$ cat config.mk
export PLATFORM = sky130hd
export DESIGN_NAME = branch_predecode
export DESIGN_NICKNAME = d
export VERILOG_FILES = /design/src/hw/fetch_types_pkg.sv /design/src/hw/branch_predecode.sv
export VERILOG_INCLUDE_DIRS = /design/src /design/src/hw
export SDC_FILE = /design/constraint.sdc
export NUM_CORES = 1
export LEC_CHECK = 0
export ABC_AREA = 1
export ABC_CLOCK_PERIOD_IN_PS = 23200
export BUFFER_PORTS_ARGS = -buffer_cell sky130_fd_sc_hd__buf_2
export CAP_MARGIN = 20
export CELL_PAD_IN_SITES_DETAIL_PLACEMENT = 1
export CELL_PAD_IN_SITES_GLOBAL_PLACEMENT = 1
export CORE_MARGIN = 2
export CORE_UTILIZATION = 24
export CTS_CLUSTER_DIAMETER = 100
export DETAILED_ROUTE_END_ITERATION = 6
export PLACE_DENSITY = 0.67
export SYNTH_ARGS = -nofsm -noshare
export SYNTH_HDL_FRONTEND = slang
export SYNTH_SLANG_ARGS = --single-unit
$ cat constraint.sdc
create_clock -name clock -period 23.2 [get_ports clock]
set_input_delay 1.16 -clock clock [delete_from_list [all_inputs] [get_ports clock]]
set_output_delay 1.16 -clock clock [all_outputs]
set_load 0.03 [all_outputs]
$ cat src/hw/fetch_consts.svh
//////////////////////////////////////////////////
// fetch front end constants
// predictor history width, btb size, queue depth
// branch result codes shared with the back end
//////////////////////////////////////////////////

`ifndef FETCH_CONSTS_SVH
`define FETCH_CONSTS_SVH

// global history and pattern table index width
`define HISTORY_BITS 8

`define BTB_INDEX_BITS 5   // 32 btb entries
`define QUEUE_DEPTH    8   // fetch queue entries

// result codes returned by branch resolution
`define BRANCH_NONE      2'd0
`define BRANCH_NOT_TAKEN 2'd1
`define BRANCH_TAKEN     2'd2

`endif

$ cat src/hw/fetch_types_pkg.sv
//////////////////////////////////////////////////
// fetch side types
// instruction word with branch and memory views
// fetched slot record kept in the queue
//////////////////////////////////////////////////

`default_nettype none

`include "fetch_consts.svh"

package fetch_types_pkg;

  typedef struct packed {
    logic [5:0]  opcode;
    logic [4:0]  ra;
    logic [20:0] disp;   // word displacement, signed
  } branch_fmt_t;

  typedef struct packed {
    logic [5:0]  opcode;
    logic [4:0]  ra;
    logic [4:0]  rb;
    logic [15:0] disp;
  } mem_fmt_t;

  // one 32-bit word, read either way by the predecoder
  typedef union packed {
    logic [31:0] raw;
    branch_fmt_t branch_fmt;
    mem_fmt_t    mem_fmt;
  } inst_word_u;

  typedef struct packed {
    inst_word_u               inst;
    logic [63:0]              pc;
    logic [63:0]              ppc;         // predicted next pc
    logic                     pred_taken;
    logic [`HISTORY_BITS-1:0] pht_index;
  } fetch_slot_t;

endpackage

`default_nettype wire

$ cat src/hw/branch_predecode.sv
//////////////////////////////////////////////////
// branch predecoder
// output register toward decode
// branch format target and memory format jump
//////////////////////////////////////////////////

`timescale 1ns/100ps
`default_nettype none

`include "fetch_consts.svh"

module branch_predecode
  import fetch_types_pkg::*;
(
  input  wire                       clock,
  input  wire                       reset,
  input  wire                       flush,
  input  wire                       head_valid,
  input  wire  fetch_slot_t         head,
  input  wire                       dec_ready,
  output logic                      pop,
  output logic                      dec_valid,
  output logic [63:0]               dec_pc,
  output logic [31:0]               dec_inst,
  output logic [63:0]               dec_ppc,
  output logic                      dec_pred_taken,
  output logic [`HISTORY_BITS-1:0]  dec_pht_index,
  output logic                      dec_is_branch,
  output logic                      dec_is_jump,
  output logic [63:0]               dec_direct_target
);

  logic        load;            // register empty or draining
  logic        is_branch;
  logic        is_jump;
  logic [63:0] disp_bytes;      // sign extended, times four
  logic [63:0] direct_target;

  assign load = ~dec_valid | dec_ready;
  assign pop  = load & head_valid;

  // opcodes 0x30 to 0x3f are branch format
  assign is_branch     = (head.inst.branch_fmt.opcode[5:4] == 2'b11);
  assign is_jump       = (head.inst.mem_fmt.opcode == 6'h1A);
  assign disp_bytes    = {{41{head.inst.branch_fmt.disp[20]}},
                          head.inst.branch_fmt.disp, 2'b00};
  assign direct_target = head.pc + 64'd4 + disp_bytes;

  always_ff @(posedge clock)
  begin
    if (reset || flush)
      dec_valid <= 1'b0;
    else if (load)
      dec_valid <= head_valid;  // held while decode is not ready
  end

  always_ff @(posedge clock)
  begin
    if (pop)
    begin
      dec_pc            <= head.pc;
      dec_inst          <= head.inst.raw;
      dec_ppc           <= head.ppc;
      dec_pred_taken    <= head.pred_taken;
      dec_pht_index     <= head.pht_index;
      dec_is_branch     <= is_branch;
      dec_is_jump       <= is_jump;
      dec_direct_target <= direct_target;
    end
  end

endmodule

`default_nettype wire

# Word level (Yosys, flattened, before mapping)
# Index checks and enable logic that the tools add are counted.
# Widths: inputs -> output; s select.
# classes
magnitude_cmp	0
n_reduce_logical	1
n_mul	0
eq_ne	2
bitwise	3
n_div	0
n_addsub	2
mux	0
shift	0
# ops
op	count
$add 64x3->64 const B	1
$add 64x64->64	1
$eq 6x5->1 const B	1
$eq 2x2->1 const B	1
$and 1x1->1	1
$logic_or 1x1->1	1
$not 1->1	1
$or 1x1->1	1
# totals
output_inout_bits	237
in_bits	174
n_memories	0
latchBits	0
wordCells	17
ff_bits	236
rom_bits	0
mem_bits_rw	0

# Depth between registers and ports, before layout
# Gate-level depths: netlist (run 1).
# depth
ltp_word	3
ltp_mapped	17
mapped_depth_nobuf	17

# Least setup slack after synthesis (run 1)
# Ideal clock, no wire load.
# synth_timing
path_type	input port to flip-flop
startpoint	input dec_ready
endpoint	register dec_direct_target[10] (enable)
path_buffers	0
setup_ns	1.217
slack_ns	3.421
arrival_time_ns	18.562
t_required_ns	21.983
stages	2
cell_sequence	inv_1 > a21boi_0
# synth_between
elab_chain_len	2
# synth_lines
element	line_no	source
start, declared	branch_predecode.sv:20	input wire dec_ready,
$or 1x1->1	branch_predecode.sv:39	assign load = ~dec_valid | dec_ready;
$and 1x1->1	branch_predecode.sv:40	assign pop = load & head_valid;
net pop	branch_predecode.sv:21	output logic pop,
end signal, assigned	branch_predecode.sv:68	dec_direct_target <= direct_target;
end, declared	branch_predecode.sv:30	output logic [63:0] dec_direct_target
# The timed path passes the listed nets, and every way through them passes these cells.
# A chain may end at the register's enable or synchronous reset.

# Final worst setup path (run 1)
# layout_timing
startpoint	input head[157] in the netlist's numbering
endpoint	register dec_direct_target[43], data pin
# layout_between
elab_chain_len	1
# layout_lines
element	line_no	source
start, declared	branch_predecode.sv:19	input wire fetch_slot_t head,
$add 64x64->64	branch_predecode.sv:47	assign direct_target = head.pc + 64'd4 + disp_bytes;
net direct_target[43]	branch_predecode.sv:37	logic [63:0] direct_target;
# The timed path passes the listed nets, and every way through them passes these cells.

==> results of run 1 <==
worst min-delay path: stages (launching register included):
cell and delay, ps:
dfxtp_1 340, a21oi_1 150, nor3_1 50
final timing paths:
check / end / cells after the start / start / slack [ps]
max: dec_direct_target[43]$_DFFE_PP_ / 13 / head[157] / 19310
min: dec_valid$_SDFFE_PP0N_ / 2 / dec_valid$_SDFFE_PP0N_ / 590
max reg2reg: dec_ppc[26]$_DFFE_PP_ / 3 / dec_valid$_SDFFE_PP0N_ / 20540
min reg2reg: dec_valid$_SDFFE_PP0N_ / 2 / dec_valid$_SDFFE_PP0N_ / 590
through the flow:
| stage | utilization | setup slack, ps | area [um2] | std cells | hold WS, ps |
|---|---|---|---|---|---|
| final | 0.3155 | 19310 | 17350 | 2705 | 587.4 |
| after global routing | 0.3155 | 19140 | 17350 | 2705 | 637.0 |
| after CTS | 0.3154 | 19340 | 17340 | 2704 | 587.0 |
| after detailed placement | 0.2968 | 18700 | 16320 | 2648 | 581.4 |
| after global placement | 0.2968 | 18720 | 16320 | 2648 | 565.3 |
| after floorplan | - | 3421 | 13300 | 1489 | 658.4 |
power by group:
part	switching (uW)	leakage, uW	internal (uW)
logic	243	0.00608	94.4
registers	13.3	0.00228	514
clock network	197	0.000502	293
total	454	0.00887	901
metal layers:
| metal | wire length [um] | vias up |
|---|---|---|
| met2 | 23250 | 282 |
| met1 | 21080 | 5432 |
| li1 | - | 5668 |
| met4 | 1433 | 0 |
| met5 | 0 | - |
| met3 | 2302 | 74 |
synthesized netlist by cell type (2+ instances only):
cell type	n	area [um2]
o21ai_0	6	30.03
nor3_2	4	40.04
ha_1	121	1514
buf_4	2	15.01
a21oi_1	44	220.2
nor2_1	104	390.4
xor2_1	32	280.3
nand2_2	5	31.28
nor3_1	11	55.05
nand3_2	4	40.04
o21bai_1	10	75.07
inv_1	284	1066
edfxtp_1	233	6997
nor2_2	8	50.05
nand3_1	52	260.3
nand4_1	17	106.4
nand2_1	546	2049
final cells by class:
class	instances	area share
diodes	1	0.0001443
clock buffers	40	0.04717
clock inverters	16	0.01197
inverters	284	0.06145
multi-input cells	969	0.3005
flip-flops and latches	234	0.4045
well taps	748	0.05395
repair buffers	413	0.1203
sequential cells by signal, summed over array words and instances (netlist names):
name / cells
dec_is_branch: 1
dec_is_jump: 1
dec_pht_index: 8
dec_pred_taken: 1
dec_inst: 32
dec_direct_target: 62
dec_valid: 1
dec_ppc: 64
dec_pc: 64
kinds of logic after synthesis:
logic type / count (synthesis)
AO/OA/AOI/OAI: 61
XOR/XNOR: 33
adder cells (fa/ha/maj): 122
buffers and inverters: 286
flip-flops: 234
AND/OR/NAND/NOR: 753
==> flow_summary.yaml, run 1 <==
grt:
  grt_start_max_net_pins: 120
  grt_use_total: 0.1626
  use_met3: 0.02547
  grt.overflow.total: 0
  antenna_found_initial: 1
  grt_pass1_wl_mm: 69.72
  grt_util_met1: 0.2002
  busiest_layer: "met2"
  grt_util_met2: 0.2895
  grt_pass1_vias: 11910
finish:
  multi_input_area_mm2: 0.005213
  drive_gt1_frac: 0.2469
  final_cell_mix: "nand2_1 (546), buf_2 (410), inv_1 (284)"
  seqCellArea_mm2: 0.007017
  layout_commonest_cell: "nand2_1"
  final_nets: 2228
  syn_to_final_growth_pct: 30.44
  filler_cell_count: 6617
timing:
  skew_ps: 33.94
  finalHoldViolations: 0
  worst_slew_pin_slew_ps: 929.4
  slew_headroom: 0.3804
  rsz0062_at_grt: "no"
  fmax_mhz: 257.3
  fin_crit_ps: 3886
  fin_setup_tns_ps: 0
  fin_crit_sh: 0.1675
  final_max_slew_viol_count: 0
  setup_violations: 0
route:
  vias: 11460
  wl_per_cell_um: 17.77
  viasPerCell: 4.235
  drt-initial-drc-count: 493
  drc: 0
  ant_nets: 0
  wl_mm: 48.06
  first_pass_iters: 5
place:
  gp_congestion: 0.8751
  portBuffers: 410
  dp_hpwl_mm: 39.94
die:
  ios: 411
  die_x_um: 239.4
  initial_core_util: 0.2419
  core_area_mm2: 0.05499
  die-area_mm2: 0.05731
  die_h_um: 239.4
  num_rows: 86
pwr:
  pwr_density_cell_mw_per_mm2: 78.10
  power_leakage_uw: 0.008866
  max-vdd-ir-drop_mv: 0.04469
  total_power_uw: 1355
logic_synthesis:
  synth.avg_cell_area_um2: 8.932
  ys_ff_latch: 234
  synth_edf_count: 233
  synth-simple-area-share: 0.2290
  synth_top_family_by_area: "simple AND/OR/NAND/NOR gates"
  ys.warnings.count: 0
  synth_area_mm2: 0.01330
  muxShareOfSynthArea: 0
  synth.yosys.seq_area_share: 0.5276
  syn_nets: 1785
  synth_compound_area_frac: 0.02503
  synth_xor_area_frac: 0.02173
  synth.distinct_cells: 23
  syn-instance-count: 1489
  async_reset_ff_frac: 0
  synth_ff_type: "edfxtp_1"
  synthAdderAreaFrac: 0.1153
clocking:
  cts_resized: 0
  postCtsSetupBuffers: 0
  clock-sinks: 234
  clock_latency_ps: 600
  cts_buffers: 30
  cts_tree: "done"
  cts_hold_buf: 0
  cts_root_buffer: "clkbuf_16"
  clockBufferDepth: 3
  htreeDepth: 1
  path_clk_slew_ps: 60
worst_setup_path:
  max_stage_delay_ps: 670
  crit_slowest_cell: "buf_2"
  path_buf_inv: 2
  worst-setup-path-type: "primary input to flip-flop"
  required_ps: 23470
  startpoint_type: "primary input"
  worstPathMaxFanout: 43
  endpoint_kind: "flip-flop"
  critPathMostFrequentCell: "nand2_1"
  worstPathCellList: "buf_2, ha_1, ha_1, nand2_1, inv_1, nand2_1, nand2_1, a21oi_1, nand3_1, nand3_1, nand2_1, nand2_1, nand2_1"
  critical_path_arrival_ps: 4160
  critical_path.top_delay_family: "simple AND/OR/NAND/NOR gates"
hold_path:
  hp-class: "flip-flop to flip-flop"
flow_run:
  max-cap-violations: 0
outcome:
  status: "complete, no violations"
(Power assumes the default switching activity.)
==> run 2: changes to the inputs <==
--- a/config.mk
+++ b/config.mk
@@ -6,8 +6,8 @@
 export SDC_FILE = /design/constraint.sdc
 export NUM_CORES = 1
 export LEC_CHECK = 0
-export ABC_AREA = 1
-export ABC_CLOCK_PERIOD_IN_PS = 23200
+export ABC_AREA = 0
+export ABC_CLOCK_PERIOD_IN_PS = 3100
 export BUFFER_PORTS_ARGS = -buffer_cell sky130_fd_sc_hd__buf_2
 export CAP_MARGIN = 20
 export CELL_PAD_IN_SITES_DETAIL_PLACEMENT = 1
==> constraint.sdc (replaced) <==
create_clock -name clock -period 3.1 [get_ports clock]
set_input_delay 0.155 -clock clock [delete_from_list [all_inputs] [get_ports clock]]
set_output_delay 0.155 -clock clock [all_outputs]
set_load 0.03 [all_outputs]
==> run 2 against run 1 <==
Non-clock buffer count up 376. Final cell count down 16%. First-iteration DRC count down 12%. Via count down 12%. Worst setup slack worse by 19000 ps. Synthesized cell count down 44%. Routed wire length down 9.4%. Critical path type unchanged.
==> flow_summary.yaml, run 2 <==
worst_setup_path:
  ff2ff_setup_slack_ps: 1540
  crit_slowest_cell: "dlygate4sd3_1"
  path_buf_inv: 3
  worstPathMaxFanout: 4
  critical_path.top_delay_family: "simple AND/OR/NAND/NOR gates"
  critical_path_arrival_ps: 3340
  required_ps: 3410
  crit_start: "head[113]"
  worst-setup-path-type: "primary input to flip-flop"
  max_stage_delay_ps: 530
  reg2reg_from: "dec_valid$_SDFFE_PP0N_"
  endpoint_kind: "flip-flop"
  startpoint_type: "primary input"
  worstPathCellList: "dlygate4sd3_1, buf_2, ha_1, ha_4, nand4_1, buf_4, o22ai_2, nand2b_4, a21oi_2, nand2_2, a221o_1, and4b_1, or4_1"
logic_synthesis:
  async_reset_ff_frac: 0
  yosysMostFrequentCell: "edfxtp_1"
  synth.yosys.seq_area_share: 0.6108
  yosys-top-cells-area: "edfxtp_1 (61%), ha_1 (13%), a21oi_1 (3.0%), xnor2_1 (2.7%), xor2_1 (1.5%)"
  synth_top_area_share: 0.6091
  synth_ff_type: "edfxtp_1"
  yosysTopAreaCell: "edfxtp_1"
  ys_ff_latch: 234
  ys.warnings.count: 0
  syn-instance-count: 832
  synth_common_cells: "edfxtp_1 (233), ha_1 (121), a21oi_1 (69), nand2_1 (43)"
  syn_nets: 1128
  synth.distinct_cells: 70
  synth_area_mm2: 0.01149
  synth_edf_count: 233
  synth.avg_cell_area_um2: 13.81
grt:
  grt_use_total: 0.1695
  grt_pass1_wl_mm: 64.98
  grt.overflow.total: 0
  antenna_found_initial: 12
  grt_pass1_vias: 11120
  grt_start_max_net_pins: 118
timing:
  finalHoldViolations: 0
  layout_setup_ws_ps: 71.02
  final_max_slew_viol_count: 0
  fin_crit_ps: 3029
  skew_ps: 9.939
  setup_violations: 0
  slew_headroom: 0.5671
  fin_crit_sh: 0.9771
  hold_slack_ps: 48.34
  rsz0062_at_grt: "no"
  fmax_mhz: 330.1
  worst_slew_pin_slew_ps: 649.3
die:
  die_x_um: 222.8
  die_h_um: 222.8
  initial_core_util: 0.2421
  die-area_mm2: 0.04963
  ios: 411
  core_area_mm2: 0.04745
  num_rows: 80
route:
  met2_length_mm: 22.26
  vias: 10100
  wl_mm: 43.54
  ant_nets: 0
  drc: 0
  viasPerCell: 4.451
  drt-initial-drc-count: 432
  wl_per_cell_um: 19.20
  maxUsedRoutingLayer: "met4"
  met1Wirelength_mm: 17.09
  first_pass_iters: 6
  met3WireLength_mm: 3.073
finish:
  final_nets: 1923
  filler_cell_count: 5228
  layout_commonest_cell: "buf_2"
  fin_util: 0.3951
  drive_gt1_frac: 0.4318
  largestRegisters: "dec_pc: 64 flops, dec_ppc: 64 flops, dec_direct_target: 62 flops"
  final_cell_mix: "buf_2 (410), edfxtp_1 (233), buf_4 (205)"
  syn_to_final_growth_pct: 63.19
clocking:
  htreeDepth: 1
  clockBufferDepth: 3
  cts_root_buffer: "clkbuf_16"
  clock_latency_ps: 580
  path_clk_slew_ps: 60
  clock-sinks: 234
  cts_tree: "done"
  cts_buffers: 29
place:
  portBuffers: 410
  gp_congestion: 0.8544
  dp_hpwl_mm: 32.32
  post-place-ws_ps: -537.6
pwr:
  max-vdd-ir-drop_mv: 0.4286
  power_leakage_uw: 0.008139
  pwr_density_cell_mw_per_mm2: 548.5
outcome:
  status: "complete, no violations"
flow_run:
  max-cap-violations: 0
hold_path:
  hp-class: "primary input to flip-flop"
  min-delay-start: "head[137]"
run 2: path summary, 6_finish.rpt:
path,to,cells after the start
setup / recovery,dec_direct_target[62]$_DFFE_PP_,13
hold / removal,dec_direct_target[2]$_DFFE_PP_,4
setup reg to reg,dec_pc[17]$_DFFE_PP_,2
hold reg to reg,dec_ppc[24]$_DFFE_PP_,2
run 2: kinds of logic (layout without fill, tap and decap cells):
family / after synthesis / after routing / synth area share
buffers and inverters: 46 / 863 / 0.02015
and+or+nand+nor: 172 / 172 / 0.07614
adders and majority gates: 122 / 122 / 0.1335
muxes: 2 / 2 / 0.001743
xor gates and xnor gates: 56 / 56 / 0.04270
other: 0 / 4 / 0
DFF: 234 / 234 / 0.6108
AOI/OAI and AO/OA: 200 / 200 / 0.1149
run 2: report_power, final:
part	internal (uW)	switching [uW]	total, uW
clock network	1970	1380	3350
registers	3850	81.7	3940
logic	1240	1750	2990
run 2: final cells by class:
class / instances / area [um2] / share of cell area
sequential: 234 / 7020 / 0.3745
timing repair buffer: 789 / 5363 / 0.2861
multi-input combinational: 552 / 4581 / 0.2444
tap: 615 / 769.5 / 0.04105
clock buffer: 36 / 752.0 / 0.04011
clock inverter: 17 / 171.4 / 0.009144
inverter: 21 / 78.83 / 0.004205
antenna: 4 / 10.01 / 0.0005340
run 2: routing by layer:
layer | global-route usage | vias up
li1 | - | 4847
met1 | 0.1888 | 4874
met2 | 0.3117 | 310
met3 | 0.04959 | 64
met4 | 0.04785 | 0
met5 | 0 | -
run 2: timing repair:
action                                 4_1_cts  5_1_grt
endpoints found under the hold margin      173        0
hold buffers                               171        0
setup buffers                                0        2
setup endpoints to repair                    0       12
gates resized for setup                      0       50
run 2: per-stage QoR:
| stage | total power, uW | TNS [ps] | instances | cell area (um2) |
|---|---|---|---|---|
| after CTS | 10300 | 0 | 2262 | 18390 |
| final | 10280 | 0 | 2268 | 18750 |
| after floorplan | 5530 | -399620 | 832 | 11500 |
| after detailed placement | 6705 | -7960 | 2038 | 15760 |
| after global routing | 10760 | 0 | 2267 | 18740 |
| after global placement | 6647 | -7710 | 2038 | 15760 |
run 2: tightest hold or removal path, delay by kind of cell:
| family | cells | cell delay (ps) |
|---|---|---|
| fa+ha+maj | 1 | 120 |
| buf+inv | 3 | 190 |
==> run 3: changes to the inputs <==
--- a/config.mk
+++ b/config.mk
@@ -8,7 +8,6 @@
 export LEC_CHECK = 0
 export ABC_AREA = 0
 export ABC_CLOCK_PERIOD_IN_PS = 3100
-export BUFFER_PORTS_ARGS = -buffer_cell sky130_fd_sc_hd__buf_2
 export CAP_MARGIN = 20
 export CELL_PAD_IN_SITES_DETAIL_PLACEMENT = 1
 export CELL_PAD_IN_SITES_GLOBAL_PLACEMENT = 1
@@ -16,7 +15,8 @@
 export CORE_UTILIZATION = 24
 export CTS_CLUSTER_DIAMETER = 100
 export DETAILED_ROUTE_END_ITERATION = 6
-export PLACE_DENSITY = 0.67
+export DONT_BUFFER_PORTS = 1
+export PLACE_DENSITY = 0.58
 export SYNTH_ARGS = -nofsm -noshare
 export SYNTH_HDL_FRONTEND = slang
 export SYNTH_SLANG_ARGS = --single-unit
==> constraint.sdc (replaced) <==
create_clock -name clock -period 3.1 [get_ports clock]
set_input_delay 0.465 -clock clock [delete_from_list [all_inputs] [get_ports clock]]
set_output_delay 0.465 -clock clock [all_outputs]
set_load 0.03 [all_outputs]
==> run 3 against run 2 <==
Register-to-register slack worse by 230 ps. Critical endpoint is now dec_direct_target[53]$_DFFE_PP_. Sequential share of layout area grew 5.4 points. Largest power group unchanged. Clock power shrank 5%. Critical path type unchanged. Critical path depth up 2. Combinational power decreased by 37%.
==> flow_summary.yaml, run 3 (synthesized netlist as in run 2, its figures left out) <==
finish:
  drive_gt1_frac: 0.2241
  layout_commonest_cell: "edfxtp_1"
  largestRegisters: "dec_pc: 64 flops, dec_ppc: 64 flops, dec_direct_target: 62 flops"
  final_nets: 1491
  antennaDiodeCount: 0
  final_cell_area_mm2: 0.01640
  final_cell_mix: "edfxtp_1 (233), buf_4 (186), dlygate4sd3_1 (171)"
  syn_to_final_growth_pct: 42.76
die:
  ios: 411
  die_h_um: 222.8
  die_x_um: 222.8
  initial_core_util: 0.2421
  core_area_mm2: 0.04745
  num_rows: 80
  die-area_mm2: 0.04963
route:
  viasPerCell: 4.575
  wl_mm: 38.22
  wl_per_cell_um: 20.90
  ant_nets: 0
  drc: 0
  drt-initial-drc-count: 274
  vias: 8367
  first_pass_iters: 4
place:
  place_area_mm2: 0.01381
  portBuffers: 0
  dp_hpwl_mm: 28.53
  post-place-ws_ps: -506.5
  gp_congestion: 0.8471
timing:
  final_max_slew_viol_count: 0
  rsz0062_at_grt: "no"
  layout_setup_ws_ps: 153.6
  worst_slew_pin_slew_ps: 682.8
  fin_crit_sh: 0.9505
  fmax_mhz: 339.4
  slew_headroom: 0.5458
  skew_ps: 9.255
  setup_violations: 0
  finalHoldViolations: 0
  fin_crit_ps: 2946
worst_setup_path:
  startpoint_type: "primary input"
  critical_path_arrival_ps: 3230
  required_ps: 3380
  worst-setup-path-type: "primary input to flip-flop"
  crit_slowest_cell: "a221o_1"
  worstPathCellList: "inv_1, ha_1, inv_2, ha_4, fa_2, a21o_1, a221o_1, buf_4, a211o_1, o21ai_2, o31a_1, o21ba_4, o31a_1, o31ai_2, xor2_1"
  endpoint_kind: "flip-flop"
  worstPathMaxFanout: 4
  critPathMostFrequentCell: "o31a_1"
  max_stage_delay_ps: 380
clocking:
  postCtsSetupBuffers: 0
  cts_root_buffer: "clkbuf_16"
  clock_latency_ps: 540
  clock-sinks: 234
  htreeDepth: 1
  path_clk_slew_ps: 60
  cts_buffers: 27
  cts_tree: "done"
  clockBufferDepth: 3
pwr:
  power_leakage_uw: 0.006371
  total_power_uw: 9671
  max-vdd-ir-drop_mv: 0.4017
  pwr_density_cell_mw_per_mm2: 589.7
grt:
  grt.overflow.total: 0
  grt_pass1_wl_mm: 57.47
  grt_start_max_net_pins: 93
  antenna_found_initial: 1
  grt_use_total: 0.1513
  grt_pass1_vias: 9312
hold_path:
  hp-class: "primary input to flip-flop"
flow_run:
  max-cap-violations: 0
outcome:
  status: "complete, no violations"
## run 3: per-stage QoR
step / hold WS [ps] / cells / util / setup TNS, ps
4_1_cts: 80.02 / 1829 / 0.3454 / 0
6_report: 116.3 / 1829 / 0.3456 / 0
3_5_place_dp: 534.7 / 1610 / 0.2910 / -9397
2_1_floorplan: 532.1 / 832 / - / -444240
3_3_place_gp: 536.9 / 1610 / 0.2910 / -9000
5_1_grt: 88.37 / 1829 / 0.3456 / 0
## run 3: where the power goes
part / switching [uW] / internal [uW] / leakage [uW]
Clock: 1330 / 1860 / 0.000423
Combinational: 928 / 958 / 0.00367
Sequential: 715 / 3880 / 0.00228
## run 3: worst paths after layout
| check | start | to | slack [ps] | cells after the start |
|---|---|---|---|---|
| setup / recovery | head[75] | dec_direct_target[53]$_DFFE_PP_ | 150 | 15 |
| hold / removal | head[168] | dec_is_jump$_DFFE_PP_ | 120 | 1 |
| setup reg to reg | dec_valid$_SDFFE_PP0N_ | dec_pc[29]$_DFFE_PP_ | 1310 | 2 |
| hold reg to reg | dec_valid$_SDFFE_PP0N_ | dec_ppc[12]$_DFFE_PP_ | 770 | 1 |
## run 3: what timing repair did
action | in CTS | in global routing
hold endpoints to repair | 170 | 0
setup endpoints to repair | 0 | 4
hold buffers | 171 | 0
gates resized for setup | 0 | 3
## run 3: layout make-up
type	instances	area, um2
fillers	5094	31050
flip-flops and latches	234	7020
multi-input cells	552	4512
repair buffers	359	3148
well taps	615	769.5
clock buffers	32	694.4
clock inverters	16	176.4
inverters	21	78.83
## run 3: per-layer routing
metal  up-vias  GRT usage  routed length (um)
met1      4097     0.1740               15280
met2       242     0.2745               19510
met4         0    0.04438                 944
li1       3975          -                   -
met5         -          0                   0
met3        53    0.03967                2482
## run 3: critical path, delay by kind of cell
family                     cells  cell delay [ps]
adders and majority gates      3              670
xor gates and xnor gates       1              140
AOI/OAI and AO/OA              8             1670
buffers and inverters          3              260
